`src/verilog/div_consts.svh`:
```
/*
 * Division path constants
 * Operand width, destination register width and the divider iteration count
 */
`ifndef DIV_CONSTS_SVH
`define DIV_CONSTS_SVH

// Operand and result width of the integer datapath
`define DIV_XLEN 32

// Destination register address width, for 32 architectural registers
`define DIV_RADDR_W 5

// The core retires one quotient bit per cycle, so it needs one cycle per operand bit
`define DIV_ITER_CYCLES `DIV_XLEN

`endif

```
`src/verilog/div_pkg.sv`:
```
/*
 * Division path types
 * Opcode and controller state encodings and the records that move
 * between the execute stage, the divider unit and writeback
 */
`include "div_consts.svh"

package div_pkg;

	// Encoding follows the execute stage decoder of the core
	typedef enum logic [1:0] {
		DIV  = 2'd0,
		DIVU = 2'd1,
		REM  = 2'd2,
		REMU = 2'd3
	} div_op_e;

	// Four-state controller of the divider unit
	typedef enum logic [1:0] {
		ST_RESET    = 2'd0,
		ST_WAIT     = 2'd1,
		ST_DIVIDING = 2'd2,
		ST_DONE     = 2'd3
	} div_state_e;

	// One division instruction as it sits in the execute register
	typedef struct packed {
		div_op_e                 op;
		logic [`DIV_XLEN-1:0]    opA;
		logic [`DIV_XLEN-1:0]    opB;
		logic [`DIV_RADDR_W-1:0] rd;
	} div_instr_t;

	// Both results of one core, the quotient sits in the upper half
	typedef struct packed {
		logic [`DIV_XLEN-1:0] quotient;
		logic [`DIV_XLEN-1:0] remainder;
	} div_result_t;

	// Writeback record handed to the register file
	typedef struct packed {
		logic [`DIV_RADDR_W-1:0] rd;
		logic [`DIV_XLEN-1:0]    data;
	} div_wb_t;

endpackage

```
`src/verilog/radix2_divider.sv`:
```
/*
 * Radix-2 restoring divider
 * Produces one quotient bit per clock after a start pulse.
 * With SIGNED_OPS set the operands are two's complement and the results are
 * sign corrected to RISC-V rules, including division by zero
 */
`timescale 1ns/1ns
`include "div_consts.svh"

module radix2_divider #(
	parameter int SIGNED_OPS = 0
) (
	input  logic                  CLK,
	input  logic                  nrst,
	input  logic                  start,
	input  logic [`DIV_XLEN-1:0]  dividend,
	input  logic [`DIV_XLEN-1:0]  divisor,
	output div_pkg::div_result_t  result,
	output logic                  done
);
	// Wide enough to hold the full iteration count
	localparam int CNT_W = $clog2(`DIV_ITER_CYCLES) + 1;

	logic             busy;
	logic [CNT_W-1:0] count;

	// Quotient register starts out holding the dividend and fills from the bottom
	logic [`DIV_XLEN-1:0] quo;
	logic [`DIV_XLEN-1:0] rem;
	logic [`DIV_XLEN-1:0] dsor;
	logic                 neg_quo;
	logic                 neg_rem;
	logic                 dsor_zero;

	logic                 dividend_neg;
	logic                 divisor_neg;
	logic [`DIV_XLEN-1:0] dividend_abs;
	logic [`DIV_XLEN-1:0] divisor_abs;
	logic [`DIV_XLEN:0]   shifted;
	logic [`DIV_XLEN:0]   diff;
	logic                 load;

	// An unsigned core never sees a negative operand
	assign dividend_neg = (SIGNED_OPS != 0) && dividend[`DIV_XLEN-1];
	assign divisor_neg  = (SIGNED_OPS != 0) && divisor[`DIV_XLEN-1];
	assign dividend_abs = dividend_neg ? -dividend : dividend;
	assign divisor_abs  = divisor_neg ? -divisor : divisor;

	// A start that arrives while busy is ignored
	assign load = start && !busy;

	// Next dividend bit enters the partial remainder, then a trial subtraction
	assign shifted = {rem, quo[`DIV_XLEN-1]};
	assign diff    = shifted - {1'b0, dsor};

	always_ff @(posedge CLK) begin
		if (!nrst) begin
			busy  <= 1'b0;
			done  <= 1'b0;
			count <= '0;
		end else begin
			done <= 1'b0;
			if (load) begin
				busy  <= 1'b1;
				count <= CNT_W'(`DIV_ITER_CYCLES);
			end else if (busy) begin
				count <= count - 1'b1;
				// Last iteration, results are final after this edge
				if (count == CNT_W'(1)) begin
					busy <= 1'b0;
					done <= 1'b1;
				end
			end
		end
	end

	always_ff @(posedge CLK) begin
		if (load) begin
			quo       <= dividend_abs;
			rem       <= '0;
			dsor      <= divisor_abs;
			neg_quo   <= dividend_neg ^ divisor_neg;
			neg_rem   <= dividend_neg;
			dsor_zero <= (divisor == '0);
		end else if (busy) begin
			// A clear top bit means the subtraction did not borrow
			if (!diff[`DIV_XLEN]) begin
				rem <= diff[`DIV_XLEN-1:0];
				quo <= {quo[`DIV_XLEN-2:0], 1'b1};
			end else begin
				rem <= shifted[`DIV_XLEN-1:0];
				quo <= {quo[`DIV_XLEN-2:0], 1'b0};
			end
		end
	end

	// A zero divisor leaves an all ones quotient, which must stay unnegated
	assign result.quotient  = (neg_quo && !dsor_zero) ? -quo : quo;
	// The remainder takes the sign of the dividend
	assign result.remainder = neg_rem ? -rem : rem;

endmodule

```
`src/verilog/divider_unit.sv`:
```
/*
 * Divider unit
 * Starts the signed or the unsigned core for the instruction in EX, stalls
 * the pipeline while it runs and registers the quotient or the remainder
 */
`timescale 1ns/1ns
`include "div_consts.svh"

module divider_unit (
	input  logic                 CLK,
	input  logic                 nrst,
	input  logic [`DIV_XLEN-1:0] opA,
	input  logic [`DIV_XLEN-1:0] opB,
	input  logic                 div_valid,
	input  div_pkg::div_op_e     div_op,
	output logic                 div_running,
	output logic [`DIV_XLEN-1:0] DIVout
);
	div_pkg::div_state_e  state;
	div_pkg::div_state_e  next_state;

	logic                 is_signed;
	logic                 is_rem;
	logic                 signed_start;
	logic                 unsigned_start;
	logic                 signed_done;
	logic                 unsigned_done;
	logic                 sel_done;
	div_pkg::div_result_t signed_result;
	div_pkg::div_result_t unsigned_result;
	div_pkg::div_result_t sel_result;

	assign is_signed = (div_op == div_pkg::DIV) || (div_op == div_pkg::REM);
	assign is_rem    = (div_op == div_pkg::REM) || (div_op == div_pkg::REMU);

	// Start pulse lasts only the WAIT cycle, the state has moved on by the next one
	assign signed_start   = (state == div_pkg::ST_WAIT) && div_valid && is_signed;
	assign unsigned_start = (state == div_pkg::ST_WAIT) && div_valid && !is_signed;

	radix2_divider #(.SIGNED_OPS(1)) signed_core (
		.CLK      (CLK),
		.nrst     (nrst),
		.start    (signed_start),
		.dividend (opA),
		.divisor  (opB),
		.result   (signed_result),
		.done     (signed_done)
	);

	radix2_divider #(.SIGNED_OPS(0)) unsigned_core (
		.CLK      (CLK),
		.nrst     (nrst),
		.start    (unsigned_start),
		.dividend (opA),
		.divisor  (opB),
		.result   (unsigned_result),
		.done     (unsigned_done)
	);

	// The opcode is held in EX for the whole division, so it still picks the right core
	assign sel_done   = is_signed ? signed_done : unsigned_done;
	assign sel_result = is_signed ? signed_result : unsigned_result;

	always_ff @(posedge CLK) begin
		if (!nrst)
			state <= div_pkg::ST_RESET;
		else
			state <= next_state;
	end

	always_comb begin
		case (state)
			div_pkg::ST_RESET:    next_state = div_pkg::ST_WAIT;
			div_pkg::ST_WAIT:     next_state = div_valid ? div_pkg::ST_DIVIDING : div_pkg::ST_WAIT;
			div_pkg::ST_DIVIDING: next_state = sel_done ? div_pkg::ST_DONE : div_pkg::ST_DIVIDING;
			default:              next_state = div_pkg::ST_WAIT;
		endcase
	end

	// Running rises in WAIT already, so the upstream stage holds from the next edge on
	always_comb begin
		case (state)
			div_pkg::ST_WAIT:     div_running = div_valid;
			div_pkg::ST_DIVIDING: div_running = 1'b1;
			default:              div_running = 1'b0;
		endcase
	end

	// Result is captured as the state moves to DONE, ready when EX retires
	always_ff @(posedge CLK) begin
		if (state == div_pkg::ST_DIVIDING && sel_done)
			DIVout <= is_rem ? sel_result.remainder : sel_result.quotient;
	end

endmodule

```
`src/verilog/ex_stage.sv`:
```
/*
 * Execute pipeline register for the division path
 * Holds the instruction while the divider stalls the pipeline and
 * registers the writeback record as the instruction leaves EX
 */
`timescale 1ns/1ns
`include "div_consts.svh"

module ex_stage (
	input  logic                 CLK,
	input  logic                 nrst,
	input  div_pkg::div_instr_t  instr,
	input  logic                 instr_valid,
	input  logic                 stall,
	output logic                 ex_valid,
	output div_pkg::div_op_e     ex_op,
	output logic [`DIV_XLEN-1:0] ex_opA,
	output logic [`DIV_XLEN-1:0] ex_opB,
	input  logic [`DIV_XLEN-1:0] result_data,
	output div_pkg::div_wb_t     wb,
	output logic                 wb_valid
);
	div_pkg::div_instr_t ex_instr;
	logic                retire;

	// A valid instruction with stall low can only be in the divider's DONE cycle
	assign retire = ex_valid && !stall;

	always_ff @(posedge CLK) begin
		if (!nrst) begin
			ex_valid <= 1'b0;
			ex_instr <= '0;
		end else if (!stall) begin
			// The next instruction enters on the same edge the old one retires
			ex_valid <= instr_valid;
			ex_instr <= instr;
		end
	end

	assign ex_op  = ex_instr.op;
	assign ex_opA = ex_instr.opA;
	assign ex_opB = ex_instr.opB;

	// One pulse per retired instruction
	always_ff @(posedge CLK) begin
		if (!nrst)
			wb_valid <= 1'b0;
		else
			wb_valid <= retire;
	end

	// Divider result was registered one cycle earlier and is stable here
	always_ff @(posedge CLK) begin
		if (retire) begin
			wb.rd   <= ex_instr.rd;
			wb.data <= result_data;
		end
	end

endmodule

```
`src/verilog/div_subsystem.sv`:
```
/*
 * Division subsystem top level
 * Execute register and divider unit; the divider running flag is the stall
 */
`timescale 1ns/1ns
`include "div_consts.svh"

module div_subsystem (
	input  logic                CLK,
	input  logic                nrst,
	input  div_pkg::div_instr_t instr,
	input  logic                instr_valid,
	output logic                stall,
	output div_pkg::div_wb_t    wb,
	output logic                wb_valid
);
	logic                 ex_valid;
	div_pkg::div_op_e     ex_op;
	logic [`DIV_XLEN-1:0] ex_opA;
	logic [`DIV_XLEN-1:0] ex_opB;
	logic [`DIV_XLEN-1:0] result_data;

	ex_stage i_ex_stage (
		.CLK         (CLK),
		.nrst        (nrst),
		.instr       (instr),
		.instr_valid (instr_valid),
		.stall       (stall),
		.ex_valid    (ex_valid),
		.ex_op       (ex_op),
		.ex_opA      (ex_opA),
		.ex_opB      (ex_opB),
		.result_data (result_data),
		.wb          (wb),
		.wb_valid    (wb_valid)
	);

	// Stall goes both to the upstream stage and back into the EX register
	divider_unit i_divider_unit (
		.CLK         (CLK),
		.nrst        (nrst),
		.opA         (ex_opA),
		.opB         (ex_opB),
		.div_valid   (ex_valid),
		.div_op      (ex_op),
		.div_running (stall),
		.DIVout      (result_data)
	);

endmodule

```
`config.mk`:
```
export PLATFORM = sky130hd
export DESIGN_NAME = div_subsystem
export DESIGN_NICKNAME = d
export VERILOG_FILES = /design/src/verilog/div_pkg.sv /design/src/verilog/radix2_divider.sv /design/src/verilog/divider_unit.sv /design/src/verilog/ex_stage.sv /design/src/verilog/div_subsystem.sv
export VERILOG_INCLUDE_DIRS = /design/src /design/src/verilog
export SDC_FILE = /design/constraint.sdc
export NUM_CORES = 1
export LEC_CHECK = 0
export BUFFER_PORTS_ARGS = -buffer_cell sky130_fd_sc_hd__buf_4
export CAP_MARGIN = 30
export CORE_UTILIZATION = 56
export CTS_CLUSTER_DIAMETER = 60
export CTS_CLUSTER_SIZE = 12
export DETAILED_ROUTE_END_ITERATION = 10
export GPL_ROUTABILITY_DRIVEN = 0
export PLACE_DENSITY = 0.77
export SLEW_MARGIN = 20
export SYNTH_ARGS = -nofsm -noshare
export SYNTH_HDL_FRONTEND = slang
export SYNTH_HIERARCHICAL = 1
export SYNTH_SLANG_ARGS = --single-unit
```
`constraint.sdc`:
```
create_clock -name CLK -period 3.2 [get_ports CLK]
set_input_delay 0.48 -clock CLK [delete_from_list [all_inputs] [get_ports CLK]]
set_output_delay 0.48 -clock CLK [all_outputs]
set_load 0.01 [all_outputs]
```
After elaboration in Yosys (flattened, before gate mapping)
Index checks and enable logic that the tools add are counted.
{"block": "word_totals", "input_bits": 74, "reg_bits": 355, "word_cells": 100}
{"block": "classes", "n_eq_ne": 6, "reduce_logical": 23, "n_bitwise": 4, "mux": 31, "n_addsub": 8}
{"op": "two-way mux 32 bit", "count": 10}
{"op": "negation 32 bit", "count": 4}
{"op": "subtractor 33 x 32 -> 33 bit", "count": 2}
{"op": "two-way mux 64 bit", "count": 1}
{"op": "zero test 32 bit", "count": 1}
{"op": "two-way mux 31 bit", "count": 1}
{"op": "two-way mux 6 bit", "count": 4}
{"op": "equality test 6 x 1 -> 1 bit, second input constant", "count": 2}
{"op": "two-way mux 1 bit", "count": 12}
{"op": "subtractor 6 x 1 -> 6 bit, second input constant", "count": 2}
{"op": "logical AND 1 bit", "count": 8}
{"op": "equality test 2 bit, second input constant", "count": 3}
{"op": "OR reduction 3 bit", "count": 2}
{"op": "zero test 1 bit", "count": 5}
{"op": "case mux 2 bit (2 select lines)", "count": 1}
{"op": "nonzero test 2 bit", "count": 2}
{"op": "OR reduction 2 bit", "count": 2}
{"op": "inverter 1 bit", "count": 3}
{"op": "equality test 2 x 1 -> 1 bit, second input constant", "count": 1}
{"op": "zero test 2 bit", "count": 1}
{"op": "logical OR 1 bit", "count": 2}
{"op": "two-way mux 2 bit", "count": 1}
{"op": "case mux 1 bit (2 select lines)", "count": 1}
{"op": "bitwise XOR 1 bit", "count": 1}

Depth between registers and ports, before layout
{"block": "logic_depth", "ltp_word": 6, "mapped_depth": 14, "mapped_depth_nobuf": 12}

Hierarchy
Netlist, hierarchy kept.
{"mod": "radix2_divider (i_divider_unit.signed_core)", "instances": 1, "area_each_um2": 8411.8, "cells_per_inst": 973}
{"mod": "radix2_divider (i_divider_unit.unsigned_core)", "instances": 1, "area_each_um2": 6526.3, "cells_per_inst": 711}
{"mod": "ex_stage", "instances": 1, "area_each_um2": 4399.2, "cells_per_inst": 338}
{"mod": "divider_unit", "instances": 1, "area_each_um2": 1915.6, "cells_per_inst": 87}

Worst setup path before layout
No wires, ideal clock.
{"block": "synth_path", "path_kind": "reg2reg", "startpoint": "register i_divider_unit.signed_core.quo[9]", "endpoint": "register i_divider_unit.DIVout[28], data pin", "n_path_buf": 0, "slack_ns": -0.044, "setup_ns": 0.272, "synth_period_minus_slack_ns": 3.244, "t_arrival_ns": 2.972, "stages_incl_launch_ff": 11, "cell_sequence": "edfxtp_1 > or4_1 > nor4_1 > nand3_1 > or2_2 > nor3_1 > nand2_1 > nor4_1 > a21oi_1 > xor2_1 > mux4_2"}
{"item": "start, declared", "line": "radix2_divider.sv:28", "rtl": "logic [`DIV_XLEN-1:0] quo;"}
{"item": "start signal, assigned", "line": "radix2_divider.sv:79", "rtl": "quo <= dividend_abs;"}
{"item": "start signal, assigned", "line": "radix2_divider.sv:89", "rtl": "quo <= {quo[`DIV_XLEN-2:0], 1'b1};"}
{"item": "start signal, assigned", "line": "radix2_divider.sv:92", "rtl": "quo <= {quo[`DIV_XLEN-2:0], 1'b0};"}
{"item": "end signal, assigned", "line": "divider_unit.sv:92", "rtl": "DIVout <= is_rem ? sel_result.remainder : sel_result.quotient;"}
{"item": "end, declared", "line": "divider_unit.sv:17", "rtl": "output logic [`DIV_XLEN-1:0] DIVout"}

Worst setup path in the final report
{"block": "layout_path", "startpoint": "register i_divider_unit.signed_core.quo[31]", "endpoint": "register i_divider_unit.signed_core.rem[5]"}
{"block": "layout_via", "elab_chain_len": 2}
{"item": "subtractor 33 x 32 -> 33 bit", "line": "radix2_divider.sv:54", "rtl": "assign diff = shifted - {1'b0, dsor};"}
{"item": "two-way mux 32 bit", "line": "radix2_divider.sv:87", "rtl": "if (!diff[`DIV_XLEN]) begin"}
{"item": "end signal, assigned", "line": "radix2_divider.sv:88", "rtl": "rem <= diff[`DIV_XLEN-1:0];"}
{"item": "end signal, assigned", "line": "radix2_divider.sv:91", "rtl": "rem <= shifted[`DIV_XLEN-1:0];"}
{"item": "end, declared", "line": "radix2_divider.sv:29", "rtl": "logic [`DIV_XLEN-1:0] rem;"}
No other way between the ends.
A chain may end at the register's enable or synchronous reset.

==> run metrics <==
FMAX 312 MHz; P per Cell Area 604 nW/um2; RSZ-0062 raised after global routing true; die width 197 um; CP peak stage delay 0.40 ns; min cycle time layout 3.21 ns; Least-Margin Pin Slew 0.760 ns; Tcrit/Tclk final 100%; ys flop type edfxtp_1; r2r setup slk -0.007 ns; syn avg cell area 10.1 um2; Core ar. 37,000 um2; Filler Cell Count 2,786; Clock transition at path regs 0.06 ns; initial antenna violation count 2; CP max stage cell edfxtp_1; leakage power 0.00966 uW; status complete, but fails checks; setup slack after layout -0.00742 ns; synth top area cells edfxtp_1 28%, dfxtp_1 15%, xnor2_1 4.4%; Syn Nets 2,259; clk buf depth 3; Seq/Total Area, Yosys 42.9%; # setup viols final 2; unique cell type count in the Yosys netlist 78; CP Max Fanout 8; post-synth top area cell edfxtp_1; Slew headroom 49.3%; area of placed instances 22,900 um2; Cells after Synth 2,109; area delta synth->final 16.3%; CTS root buf clkbuf_16; most frequent cells in the layout 272 x buf_4, 200 x edfxtp_1, 190 x nand2_1; Post-DRT Antenna Nets 0; failing checks setup timing; DR WL/cell 20.9 um; Critical Path RT 3.63 ns; # diodes 0; Syn. warnings 6; Design Area, Final 24,700 um2; Die Y 197 um; Vias/cell 6.21; Worst Setup EP i_divider_unit/signed_core/rem[5]; Hold WC Path Type input port to register; Port Buf Inserts 112; Crit. End Element register; Arrival @ worst endpoint 3.64 ns; starting density of the core 57.5%; # clock sinks 355; WL final 58.6 mm; initial DRC count 1,641; Hold Path Cell Cnt 3; total CTS buffers 38; most common cell after layout, fill and taps aside buf_4; standard-cell rows 70; critical path, cell by cell inv_2 > ha_4 > fa_2 > nor2b_2 > o31a_1 > o311a_1 > o2111a_1 > a41o_1 > nor4b_4 > buf_6 > buf_8 > mux2_2 > a22o_1; Clk Latency, worst-skew pair 0.55 ns; Multi-input gate area 11,100 um2; detailed-route DRC error count 0; Setup Skew 0.0149 ns; pin count of the biggest net entering global routing 83; R2R depth 13; Peak supply drop 0.000432 V; CTS tree done; vias in the first global route 16,700; Ports 113; level count of the clock H-tree 2; Startpoint Class register; setup TNS -0.0101 ns; dpl hpwl 42.6 mm; first-pass GRT wire length 89.8 mm; WHS 0.185 ns; router iterations before antenna repair 8; gr ovfl total 0; Max-Cap Viols 0; total global routing track utilization 29.6%; Async SR Flop Fraction 0%; EDFF count, synth 200; cts hold-fix bufs 0; NumNets Final 2,415; Sequential Area 9110 um2; layout cells sized above 1 21.9%; critical path class register to register; Vias 17,400; Worst R2R End i_divider_unit/signed_core/rem[5]; worst r2r src i_divider_unit/signed_core/quo[31]; Cell Area, Synth 21,300 um2; Die ar. 38,700 um2; final hold vios 0; Pins Over Slew Limit 0; crit path from i_divider_unit/signed_core/quo[31]; share of the synthesized area in the top cell type 28.3%; Seq cells post-synth 355
## worst min-delay path by stage
stage                               from  slack [ns]               endpoint
5_1_grt                        instr[23]        0.19  i_ex_stage/ex_opB[18]
3_5_place_dp   i_divider_unit/DIVout[17]        0.40      i_ex_stage/wb[17]
3_3_place_gp    i_divider_unit/DIVout[1]        0.40       i_ex_stage/wb[1]
6_report                        instr[5]        0.18   i_ex_stage/ex_opB[0]
4_1_cts                        instr[12]        0.17   i_ex_stage/ex_opB[7]
2_1_floorplan   i_divider_unit/DIVout[0]        0.40       i_ex_stage/wb[0]
## where the power goes
group	total [uW]	internal, uW	switching, uW
Sequential	5730	5210	519
Clock	4350	2540	1810
Combinational	4860	2080	2780
Total	14900	9830	5110
## critical path: cells and delay by family, from the launching register on
| kind | cells | cell delay, ns |
|---|---|---|
| and+or+nand+nor | 2 | 0.27 |
| AOI/OAI and AO/OA | 5 | 1.30 |
| adders and majority gates | 2 | 0.35 |
| DFF | 1 | 0.40 |
| muxes | 1 | 0.33 |
| buffers and inverters | 3 | 0.43 |
## state kept, by name (all words and copies together), names as in the netlist, 6 cells and up
signal	count
i_divider_unit/unsigned_core/rem	32
i_ex_stage/ex_opA	32
i_divider_unit/signed_core/dsor	32
i_ex_stage/wb	37
i_divider_unit/signed_core/rem	32
i_divider_unit/DIVout	32
i_divider_unit/unsigned_core/dsor	32
i_divider_unit/signed_core/count	6
i_divider_unit/signed_core/quo	32
i_divider_unit/unsigned_core/count	6
i_divider_unit/unsigned_core/quo	32
i_ex_stage/ex_opB	32
## logic make-up (layout without fill, tap and decap cells)
group	Yosys count	count (layout)	synth area share, %
xor gates and xnor gates	171	171	7.05
buffers and inverters	273	456	6.90
muxes	161	161	9.83
AOI/OAI and AO/OA	459	459	14.2
adders and majority gates	76	76	4.54
and+or+nand+nor	614	615	14.6
DFF	355	355	42.9
## metal layers
| layer | global-route usage [%] | share of wire, % | vias up |
|---|---|---|---|
| met5 | 0 | 0.022 | - |
| met4 | 12.9 | 4.6 | 2 |
| met3 | 4.18 | 8.6 | 190 |
| met2 | 49.9 | 47 | 914 |
| met1 | 38.1 | 39 | 8326 |
| li1 | - | - | 7942 |
## cell type report
type	count	area share [%]
Inverter	104	1.58
Tap cell	504	2.55
Sequential cell	355	36.9
Clock buffer	61	4.62
Multi-Input combinational cell	1482	45.1
Timing Repair Buffer	284	9.05
Clock inverter	7	0.278
## synth_stat cells (all sizes together), types with 39 or more instances
master	instances
nand2	197
edfxtp	200
xnor2	107
o31ai	39
ha	74
nor2b	90
buf	98
a21oi	105
dfxtp	155
xor2	64
nor2	83
mux2	49
nand3	70
mux2i	80
o21ai	117
inv	104
clkbuf	71
## stage by stage
| stage | utilization (%) | setup slack [ns] | std cells | total power, uW |
|---|---|---|---|---|
| after CTS | 65.6 | 0.00708 | 2784 | 14700 |
| after global routing | 66.9 | -0.117 | 2797 | 15500 |
| after floorplan | - | 0.00890 | 2109 | 8740 |
| after global placement | 61.8 | -0.0324 | 2707 | 10200 |
| final | 66.9 | -0.00742 | 2797 | 14900 |
| after detailed placement | 61.9 | -0.153 | 2709 | 10300 |
## repair_timing
item	CTS	global route
cloned	2	1
pin swaps	3	8
setup endpoints to repair	42	77
buffers inserted	5	11
endpoints found under the hold margin	0	0
resized for setup	22	85
No activity file was read; power rests on OpenSTA's default activity.
